$ cat src/design/fe_pkg.sv
package fe_pkg;

    ////////////////////////////////////////////////////////////////////////////
    // Widths
    ////////////////////////////////////////////////////////////////////////////

    // Pc width, fixed by the instruction format
    localparam int ADDR_W = 16;

    ////////////////////////////////////////////////////////////////////////////
    // Instruction classes
    ////////////////////////////////////////////////////////////////////////////

    // Decoded from instr[15:11]
    typedef enum logic [4:0] {
        // Unconditional jump, 11-bit signed offset in [10:0]
        OP_JUMP   = 5'b00010,
        // Conditional branch, 8-bit signed offset in [7:0]
        OP_BRANCH = 5'b00011,
        // Anything else, front end treats it as sequential
        OP_OTHER  = 5'b11111
    } op_class_e;

    ////////////////////////////////////////////////////////////////////////////
    // Stage payloads
    ////////////////////////////////////////////////////////////////////////////

    // Registered fetch result towards decode, 49 bits
    typedef struct packed {
        logic              valid;
        logic [ADDR_W-1:0] pc;
        logic [ADDR_W-1:0] pcplus1;
        logic [15:0]       instr;
    } fetch_out_t;

    // Execute verdict on the oldest tracked branch
    typedef struct packed {
        // One cycle per resolved branch
        logic strobe;
        // Set when the branch was mispredicted, i.e. taken
        logic taken;
    } resolve_t;

endpackage

$ cat src/design/instr_mem.sv
module instr_mem #(
    parameter int MEM_DEPTH = 256
) (
    input  logic                      CLK,
    input  logic                      load_we_i,
    input  logic [fe_pkg::ADDR_W-1:0] load_addr_i,
    input  logic [15:0]               load_data_i,
    input  logic [fe_pkg::ADDR_W-1:0] rd_addr_i,
    output logic [15:0]               rd_data_o
);

    // Index width, MEM_DEPTH is a power of two
    localparam int IDX_W = (MEM_DEPTH > 1) ? $clog2(MEM_DEPTH) : 1;

    // Word storage, contents come from the load port only
    logic [15:0] mem [MEM_DEPTH];

    // Address modulo MEM_DEPTH
    logic [IDX_W-1:0] wr_idx;
    logic [IDX_W-1:0] rd_idx;

    assign wr_idx = load_addr_i[IDX_W-1:0];
    assign rd_idx = rd_addr_i[IDX_W-1:0];

    ////////////////////////////////////////////////////////////////////////////
    // Load port
    ////////////////////////////////////////////////////////////////////////////

    // Program load while fetch is stalled
    always_ff @(posedge CLK) begin
        if (load_we_i) begin
            mem[wr_idx] <= load_data_i;
        end
    end

    ////////////////////////////////////////////////////////////////////////////
    // Fetch port
    ////////////////////////////////////////////////////////////////////////////

    // Same cycle read for the current pc
    assign rd_data_o = mem[rd_idx];

endmodule

$ cat src/design/branch_tracker.sv
module branch_tracker #(
    parameter int TRACK_DEPTH = 4
) (
    input  logic                      CLK,
    input  logic                      RST,
    input  logic                      push_i,
    input  logic [fe_pkg::ADDR_W-1:0] push_target_i,
    input  fe_pkg::resolve_t          resolve_i,
    input  logic                      flush_i,
    output logic                      full_o,
    output logic                      empty_o,
    output logic [fe_pkg::ADDR_W-1:0] head_target_o
);

    localparam int PTR_W = (TRACK_DEPTH > 1) ? $clog2(TRACK_DEPTH) : 1;
    localparam int CNT_W = $clog2(TRACK_DEPTH + 1);

    // Occupancy state
    typedef enum logic [1:0] {
        EMPTY,
        PARTIAL,
        FULL
    } state_e;

    state_e state;
    state_e state_nxt;

    // Targets of branches predicted not taken, oldest at rd_ptr
    logic [fe_pkg::ADDR_W-1:0] targets [TRACK_DEPTH];

    logic [PTR_W-1:0] rd_ptr;
    logic [PTR_W-1:0] wr_ptr;
    logic [CNT_W-1:0] count;
    logic [CNT_W-1:0] count_nxt;

    logic pop;
    logic clear;
    logic push_ok;

    // Circular increment, depth need not be a power of two
    function automatic logic [PTR_W-1:0] ptr_inc(input logic [PTR_W-1:0] ptr);
        if (ptr == PTR_W'(TRACK_DEPTH - 1)) begin
            return '0;
        end
        return ptr + 1'b1;
    endfunction

    ////////////////////////////////////////////////////////////////////////////
    // Queue control
    ////////////////////////////////////////////////////////////////////////////

    // Register jump or taken branch, younger entries are wrong path
    assign clear = flush_i | (resolve_i.strobe & resolve_i.taken);

    // Resolve always retires the oldest entry
    assign pop = resolve_i.strobe & (state != EMPTY);

    // Full queue still takes a push when a pop frees a slot
    // Push in a clearing cycle belongs to a squashed word
    assign push_ok = push_i & ~clear & ((state != FULL) | pop);

    always_comb begin
        if (clear) begin
            count_nxt = '0;
        end else begin
            count_nxt = count + CNT_W'(push_ok) - CNT_W'(pop);
        end
    end

    always_comb begin
        if (count_nxt == '0) begin
            state_nxt = EMPTY;
        end else if (count_nxt == CNT_W'(TRACK_DEPTH)) begin
            state_nxt = FULL;
        end else begin
            state_nxt = PARTIAL;
        end
    end

    always_ff @(posedge CLK or posedge RST) begin
        if (RST) begin
            state  <= EMPTY;
            count  <= '0;
            rd_ptr <= '0;
            wr_ptr <= '0;
        end else begin
            state <= state_nxt;
            count <= count_nxt;
            if (clear) begin
                rd_ptr <= '0;
                wr_ptr <= '0;
            end else begin
                if (pop) begin
                    rd_ptr <= ptr_inc(rd_ptr);
                end
                if (push_ok) begin
                    wr_ptr <= ptr_inc(wr_ptr);
                end
            end
        end
    end

    // Target storage
    always_ff @(posedge CLK) begin
        if (push_ok) begin
            targets[wr_ptr] <= push_target_i;
        end
    end

    // Status and head
    assign full_o        = (state == FULL);
    assign empty_o       = (state == EMPTY);
    assign head_target_o = targets[rd_ptr];

endmodule

$ cat src/design/ifetch.sv
module ifetch (
    input  logic                      CLK,
    input  logic                      RST,
    input  logic                      stall_i,
    input  logic                      jr_valid_i,
    input  logic [fe_pkg::ADDR_W-1:0] jr_addr_i,
    input  fe_pkg::resolve_t          resolve_i,
    input  logic [15:0]               instr_i,
    input  logic                      track_full_i,
    input  logic [fe_pkg::ADDR_W-1:0] track_head_i,
    output logic [fe_pkg::ADDR_W-1:0] pc_o,
    output logic                      push_o,
    output logic [fe_pkg::ADDR_W-1:0] push_target_o,
    output logic                      flush_o,
    output fe_pkg::fetch_out_t        fetch_o
);

    // Program counter and post-reset start flag
    logic [fe_pkg::ADDR_W-1:0] pc;
    logic                      post_reset;

    // Decode of the current word
    fe_pkg::op_class_e         op_class;
    logic [fe_pkg::ADDR_W-1:0] offset;
    logic [fe_pkg::ADDR_W-1:0] pcplus1;
    logic [fe_pkg::ADDR_W-1:0] pcplusoff;

    // Redirect and hold terms
    logic                      taken_redirect;
    logic                      ext_redirect;
    logic                      track_hold;
    logic                      hold;
    logic                      accept;
    logic [fe_pkg::ADDR_W-1:0] pc_nxt;

    // Fetch output register
    logic                      fetch_valid;
    logic [fe_pkg::ADDR_W-1:0] fetch_pc;
    logic [fe_pkg::ADDR_W-1:0] fetch_pcplus1;
    logic [15:0]               fetch_instr;

    ////////////////////////////////////////////////////////////////////////////
    // Classify and target
    ////////////////////////////////////////////////////////////////////////////

    // Class from the top five bits
    always_comb begin
        case (instr_i[15:11])
            fe_pkg::OP_JUMP:   op_class = fe_pkg::OP_JUMP;
            fe_pkg::OP_BRANCH: op_class = fe_pkg::OP_BRANCH;
            default:           op_class = fe_pkg::OP_OTHER;
        endcase
    end

    // Jump uses 11 offset bits, everything else 8
    always_comb begin
        if (op_class == fe_pkg::OP_JUMP) begin
            offset = {{(fe_pkg::ADDR_W - 11){instr_i[10]}}, instr_i[10:0]};
        end else begin
            offset = {{(fe_pkg::ADDR_W - 8){instr_i[7]}}, instr_i[7:0]};
        end
    end

    // Relative to the next sequential pc
    assign pcplus1   = pc + 1'b1;
    assign pcplusoff = pcplus1 + offset;

    ////////////////////////////////////////////////////////////////////////////
    // Next pc selection
    ////////////////////////////////////////////////////////////////////////////

    // Only a taken resolve redirects, not taken just pops
    assign taken_redirect = resolve_i.strobe & resolve_i.taken;
    assign ext_redirect   = jr_valid_i | taken_redirect;

    // Branch with nowhere to park its target
    // A same-cycle resolve frees a slot
    assign track_hold = (op_class == fe_pkg::OP_BRANCH) & track_full_i & ~resolve_i.strobe;
    assign hold       = stall_i | track_hold;

    // Current word goes to decode
    assign accept = ~post_reset & ~hold & ~ext_redirect;

    // jr, then taken resolve, then own jump, then sequential
    always_comb begin
        if (post_reset) begin
            pc_nxt = '0;
        end else if (jr_valid_i) begin
            pc_nxt = jr_addr_i;
        end else if (taken_redirect) begin
            pc_nxt = track_head_i;
        end else if (hold) begin
            pc_nxt = pc;
        end else if (op_class == fe_pkg::OP_JUMP) begin
            pc_nxt = pcplusoff;
        end else begin
            pc_nxt = pcplus1;
        end
    end

    always_ff @(posedge CLK or posedge RST) begin
        if (RST) begin
            post_reset  <= 1'b1;
            pc          <= '0;
            fetch_valid <= 1'b0;
        end else begin
            // Start cycle waits for the first unstalled edge
            if (!stall_i) begin
                post_reset <= 1'b0;
            end
            pc          <= pc_nxt;
            fetch_valid <= accept;
        end
    end

    // Payload only moves with an accepted word
    always_ff @(posedge CLK) begin
        if (accept) begin
            fetch_pc      <= pc;
            fetch_pcplus1 <= pcplus1;
            fetch_instr   <= instr_i;
        end
    end

    ////////////////////////////////////////////////////////////////////////////
    // Outputs
    ////////////////////////////////////////////////////////////////////////////

    assign pc_o = pc;

    // Predicted not taken, remember where it would have gone
    assign push_o        = accept & (op_class == fe_pkg::OP_BRANCH);
    assign push_target_o = pcplusoff;

    // Register jump discards every branch in flight
    assign flush_o = jr_valid_i & ~post_reset;

    assign fetch_o = '{
        valid:   fetch_valid,
        pc:      fetch_pc,
        pcplus1: fetch_pcplus1,
        instr:   fetch_instr
    };

endmodule

$ cat src/design/fetch_frontend.sv
module fetch_frontend #(
    parameter int MEM_DEPTH   = 256,
    parameter int TRACK_DEPTH = 4
) (
    input  logic                      CLK,
    input  logic                      RST,
    input  logic                      stall_i,
    input  logic                      jr_valid_i,
    input  logic [fe_pkg::ADDR_W-1:0] jr_addr_i,
    input  fe_pkg::resolve_t          resolve_i,
    input  logic                      load_we_i,
    input  logic [fe_pkg::ADDR_W-1:0] load_addr_i,
    input  logic [15:0]               load_data_i,
    output fe_pkg::fetch_out_t        fetch_o
);

    // Fetch address and returned word
    logic [fe_pkg::ADDR_W-1:0] pc;
    logic [15:0]               instr;

    // Tracker interface
    logic                      push;
    logic [fe_pkg::ADDR_W-1:0] push_target;
    logic                      flush;
    logic                      track_full;
    logic [fe_pkg::ADDR_W-1:0] track_head;

    ////////////////////////////////////////////////////////////////////////////
    // Instruction memory
    ////////////////////////////////////////////////////////////////////////////

    instr_mem #(
        .MEM_DEPTH (MEM_DEPTH)
    ) u_instr_mem (
        .CLK         (CLK),
        .load_we_i   (load_we_i),
        .load_addr_i (load_addr_i),
        .load_data_i (load_data_i),
        .rd_addr_i   (pc),
        .rd_data_o   (instr)
    );

    // Pc, redirects and fetch register
    ifetch u_ifetch (
        .CLK           (CLK),
        .RST           (RST),
        .stall_i       (stall_i),
        .jr_valid_i    (jr_valid_i),
        .jr_addr_i     (jr_addr_i),
        .resolve_i     (resolve_i),
        .instr_i       (instr),
        .track_full_i  (track_full),
        .track_head_i  (track_head),
        .pc_o          (pc),
        .push_o        (push),
        .push_target_o (push_target),
        .flush_o       (flush),
        .fetch_o       (fetch_o)
    );

    // Outstanding branch targets
    branch_tracker #(
        .TRACK_DEPTH (TRACK_DEPTH)
    ) u_branch_tracker (
        .CLK           (CLK),
        .RST           (RST),
        .push_i        (push),
        .push_target_i (push_target),
        .resolve_i     (resolve_i),
        .flush_i       (flush),
        .full_o        (track_full),
        // Fetch only needs full
        .empty_o       (),
        .head_target_o (track_head)
    );

endmodule

$ cat config.mk
export PLATFORM = sky130hd
export DESIGN_NAME = fetch_frontend
export DESIGN_NICKNAME = d
export VERILOG_FILES = /design/src/design/fe_pkg.sv /design/src/design/instr_mem.sv /design/src/design/branch_tracker.sv /design/src/design/ifetch.sv /design/src/design/fetch_frontend.sv
export SDC_FILE = /design/constraint.sdc
export NUM_CORES = 2
export LEC_CHECK = 0
export ABC_CLOCK_PERIOD_IN_PS = 7750
export BUFFER_PORTS_ARGS = -buffer_cell sky130_fd_sc_hd__buf_2
export CORE_MARGIN = 2
export CORE_UTILIZATION = 57
export DETAILED_ROUTE_END_ITERATION = 10
export PLACE_DENSITY_LB_ADDON = 0.25
export SYNTH_ARGS = -nofsm -noshare
export SYNTH_HDL_FRONTEND = slang
export SYNTH_MEMORY_MAX_BITS = 65536
export SYNTH_SLANG_ARGS = --single-unit
$ cat constraint.sdc
create_clock -name CLK -period 7.75 [get_ports CLK]
set_clock_uncertainty 0.15 [all_clocks]
set_input_delay 2.325 -clock CLK [delete_from_list [all_inputs] [get_ports CLK]]
set_output_delay 2.325 -clock CLK [all_outputs]
set_load 0.03 [all_outputs]
==> metrics.txt <==
# TYPE chip_impl_metric gauge
chip_impl_info{name="outcome",value="finished clean"} 1
chip_impl_metric{name="grt_usage",unit=""} 0.282
chip_impl_metric{name="die_boundary_height",unit="microns"} 539
chip_impl_metric{name="seq_area_frac_synth",unit=""} 0.778
chip_impl_metric{name="detail_route.vias_per_cell",unit=""} 6.76
chip_impl_metric{name="syn_area",unit="sq mm"} 0.163
chip_impl_metric{name="fin_util",unit=""} 0.649
chip_impl_metric{name="number_of_global_route_vias_before_repair",unit=""} 78025
chip_impl_metric{name="drcViolationCount",unit=""} 0
chip_impl_metric{name="timing_max_transition_violations_final",unit=""} 0
chip_impl_metric{name="grt_residual_overflow",unit=""} 0
chip_impl_metric{name="fin_ws",unit="ns"} 0.228
chip_impl_metric{name="area_growth_from_synthesis_to_layout",unit="%"} 13.3
chip_impl_metric{name="h_tree_levels",unit=""} 5
chip_impl_metric{name="period_share",unit=""} 0.971
chip_impl_metric{name="synth_cell_types",unit=""} 69
chip_impl_metric{name="synth.yosys.warnings",unit=""} 0
chip_impl_metric{name="synth.net_count",unit=""} 7028
chip_impl_metric{name="drt_first_iter_violations",unit=""} 12579
chip_impl_info{name="endpoint_kind",value="flop"} 1
chip_impl_metric{name="report.power.total",unit="mW"} 53.6
chip_impl_metric{name="layout-drive-gt1-share",unit=""} 0.313
chip_impl_metric{name="worst_vdd_drop",unit="mV"} 0.213
chip_impl_metric{name="starting_density_of_the_core",unit=""} 0.573
chip_impl_metric{name="timing.max_cap.violations",unit=""} 0
chip_impl_metric{name="final_report_setup_violation_count",unit=""} 0
chip_impl_metric{name="power.density_cell_area",unit="mW/mm^2"} 290
chip_impl_metric{name="detail_route.wl_per_cell",unit="microns"} 35.1
chip_impl_metric{name="dp_hpwl",unit="mm"} 242
chip_impl_metric{name="routed_wirelength",unit="mm"} 410
chip_impl_metric{name="postCtsHoldBufs",unit=""} 0
chip_impl_metric{name="die_w",unit="microns"} 539
chip_impl_metric{name="fin_hold_ws",unit="ns"} 0.324
chip_impl_metric{name="postSynthRegisterBits",unit=""} 4235
chip_impl_metric{name="period_needed",unit="ns"} 7.52
chip_impl_metric{name="max_slew.worst_pin.slew",unit="ns"} 1.45
chip_impl_metric{name="netlist_instances",unit=""} 6948
chip_impl_metric{name="drt_pre_antenna_iters",unit=""} 7
chip_impl_metric{name="setup-tns-final",unit="ns"} 0
chip_impl_metric{name="synth_edf_count",unit=""} 4208
chip_impl_metric{name="timing.final.hold_violations",unit=""} 0
chip_impl_metric{name="number_of_antenna_violations_at_the_first_check_in_global_routing",unit=""} 30
chip_impl_metric{name="placementRows",unit=""} 196
chip_impl_metric{name="synthArstFlopShare",unit=""} 0.00638
chip_impl_info{name="tritoncts",value="done"} 1
chip_impl_info{name="timing.critical_path.from_type",value="flop"} 1
chip_impl_info{name="min-delay-path-class",value="reg -> reg"} 1
chip_impl_metric{name="static-leakage-power",unit="nW"} 58.0
chip_impl_metric{name="timing.critical_path.fanout_max",unit=""} 32
chip_impl_metric{name="first_pass_grt_wire_length",unit="mm"} 581
chip_impl_metric{name="dpl_worst_slack",unit="ns"} 0.411
chip_impl_metric{name="io_pins",unit=""} 104
chip_impl_metric{name="finish.net_count",unit=""} 7651
chip_impl_metric{name="syn-mean-instance-area",unit="sq um"} 23.5
chip_impl_info{name="criticalPathCategory",value="reg -> reg"} 1
chip_impl_metric{name="antenna_violating_nets_post_route",unit=""} 0
chip_impl_metric{name="placement.io_buffers",unit=""} 95
chip_impl_info{name="root_buffer",value="clkbuf_16"} 1
chip_impl_metric{name="numCtsBuffers",unit=""} 413
chip_impl_metric{name="clock_insertion_delay_worst_skew",unit="ns"} 0.97
chip_impl_metric{name="timing.max_slew.rel_slack",unit=""} 0.0320
chip_impl_metric{name="vias",unit=""} 79050
chip_impl_metric{name="clk_pin_slew",unit="ns"} 0.06
chip_impl_info{name="ys_dominant_reg_cell",value="edfxtp_1"} 1
chip_impl_info{name="rsz0062_at_grt",value="false"} 1
chip_impl_metric{name="core-area",unit="sq mm"} 0.285
chip_impl_metric{name="worstPathArrival",unit="ns"} 8.18
chip_impl_metric{name="clockBufferDepth",unit=""} 4
chip_impl_metric{name="floorplan.die_area",unit="sq mm"} 0.291
chip_impl_metric{name="cp.required",unit="ns"} 8.40
chip_impl_metric{name="pin_count_of_the_biggest_net_entering_global_routing",unit=""} 192
chip_impl_metric{name="max_freq",unit="MHz"} 133
chip_impl_metric{name="routabilityCongestion",unit=""} 0.864
chip_impl_metric{name="cts.sinks",unit=""} 4235
[critical path, cell delays in order (launching register included)]
cell	delay, ns
dfrtp_4	0.80
buf_12	0.29
buf_4	0.49
mux4_2	0.40
mux4_2	0.46
o21ai_0	0.81
a311oi_1	0.23
buf_4	0.22
a2bb2oi_1	0.23
or2_0	0.32
o21ai_0	0.23
nand2_1	0.09
ha_1	0.38
or3_1	0.37
o21ai_0	0.10
a21oi_1	0.09
and4_1	0.25
a2111oi_0	0.45
buf_4	0.20
a21oi_1	0.09
xor2_1	0.24
nor2_1	0.08
o22ai_1	0.17
o21ai_0	0.10
[cell usage in the layout, fill, tap and decap left out, types with 17 or more instances in the layout]
| cell type | instances |
|---|---|
| mux2i_1 | 75 |
| mux4_2 | 1218 |
| edfxtp_1 | 4208 |
| clkbuf_8 | 20 |
| dfrtp_1 | 20 |
| mux2_2 | 18 |
| a21oi_1 | 54 |
| nor2_1 | 300 |
| nand3_1 | 32 |
| inv_1 | 27 |
| buf_12 | 67 |
| buf_2 | 79 |
| clkbuf_1 | 78 |
| a22oi_1 | 99 |
| clkinv_2 | 67 |
| clkbuf_16 | 416 |
| nor2b_1 | 19 |
| nor3_1 | 17 |
| bufinv_16 | 48 |
| nand2_1 | 76 |
| o21ai_0 | 44 |
| a221oi_1 | 36 |
| xnor2_1 | 20 |
| clkinv_1 | 104 |
| a22o_1 | 31 |
| nor2_2 | 26 |
| ha_1 | 23 |
| buf_4 | 439 |
[cells by family after synthesis]
logic type / after synthesis / synth area share
adder cells (fa/ha/maj): 25 / 0.00201
multiplexers: 1311 / 0.174
buffers and inverters: 424 / 0.0135
AND/OR/NAND/NOR: 540 / 0.0142
XOR/XNOR: 30 / 0.00161
AO/OA/AOI/OAI: 383 / 0.0167
flip-flops: 4235 / 0.778
[what timing repair did]
| item | CTS | global route |
|---|---|---|
| setup buffers | 0 | 1 |
| resized for setup | 0 | 6 |
| setup endpoints to repair | 0 | 3 |
[synth_stat cells, types with 11 or more instances]
master	count	area (sq um)
a22o_1	31	272
and2_1	16	100
a22oi_1	100	751
a21oi_1	54	270
mux2_2	18	203
nor3_1	18	90.1
a21o_1	15	113
a211oi_1	16	120
edfxtp_1	4208	126000
o21ai_0	44	220
clkbuf_1	187	702
mux4_2	1218	27400
buf_6	38	428
o22ai_1	14	87.6
dfrtp_1	26	651
nand3_1	41	205
nand4_1	13	81.3
a221oi_1	36	315
nand2_1	76	285
buf_1	42	158
ha_1	23	288
mux2i_1	75	751
a2111oi_0	11	96.3
buf_4	28	210
nor2_1	327	1230
xnor2_1	20	175
buf_2	90	450
nor2b_1	21	131
inv_1	28	105
[flip-flops by register name, indices dropped and copies added, names as in the netlist]
| name | flops |
|---|---|
| u_branch_tracker.state | 2 |
| u_ifetch.fetch_instr | 16 |
| u_ifetch.post_reset | 1 |
| u_branch_tracker.rd_ptr | 2 |
| u_ifetch.fetch_pc | 16 |
| u_branch_tracker.targets | 64 |
| u_instr_mem.mem | 4096 |
| u_branch_tracker.wr_ptr | 2 |
| u_ifetch.fetch_pcplus1 | 16 |
| u_ifetch.pc_o | 16 |
| u_branch_tracker.count | 3 |
| u_ifetch.fetch_valid | 1 |
[layer usage]
metal | routed length (microns) | track usage
met5 | 126 | 0.00197
met4 | 15100 | 0.0931
met3 | 48700 | 0.0684
met2 | 191000 | 0.427
met1 | 156000 | 0.411
[stage by stage]
stage	instances	instance area, sq um
finish	11691	185000
CTS	11677	185000
floorplan	6948	163000
global placement	10917	171000
global route	11683	185000
detailed placement	10917	171000
[path summary, 6_finish.rpt]
kind                       slack (ns)               endpoint  depth (start not counted)               from
setup / recovery                 0.23      u_ifetch.pc_o[15]                         23   u_ifetch.pc_o[1]
hold / removal                   0.32  u_ifetch.fetch_pc[14]                          0  u_ifetch.pc_o[14]
setup reg to reg                 0.23      u_ifetch.pc_o[15]                         23   u_ifetch.pc_o[1]
hold reg to reg                  0.32  u_ifetch.fetch_pc[14]                          0  u_ifetch.pc_o[14]
max in group asynchronous        5.78       u_ifetch.pc_o[2]                          3                RST
min in group asynchronous        1.31       u_ifetch.pc_o[1]                          3                RST
[layout make-up]
| type | count | area [sq um] |
|---|---|---|
| timing repair buffer | 602 | 5260 |
| clock inverter | 262 | 2810 |
| tap | 3762 | 4710 |
| inverter | 30 | 121 |
| fill | 17866 | 100000 |
| sequential | 4235 | 127000 |
| clock buffer | 498 | 10800 |
| multi-input combinational | 2289 | 34200 |
| antenna | 13 | 32.5 |
[report_power, final]
| part | leakage, nW | internal (mW) | switching (mW) | total, mW |
|---|---|---|---|---|
| Combinational | 13.2 | 3.21 | 4.72 | 7.93 |
| Clock | 6.58 | 11.5 | 8.55 | 20.1 |
| Sequential | 38.2 | 25.5 | 0.107 | 25.6 |
| Total | 58.0 | 40.2 | 13.4 | 53.6 |
No activity file was read; power rests on OpenSTA's default activity.
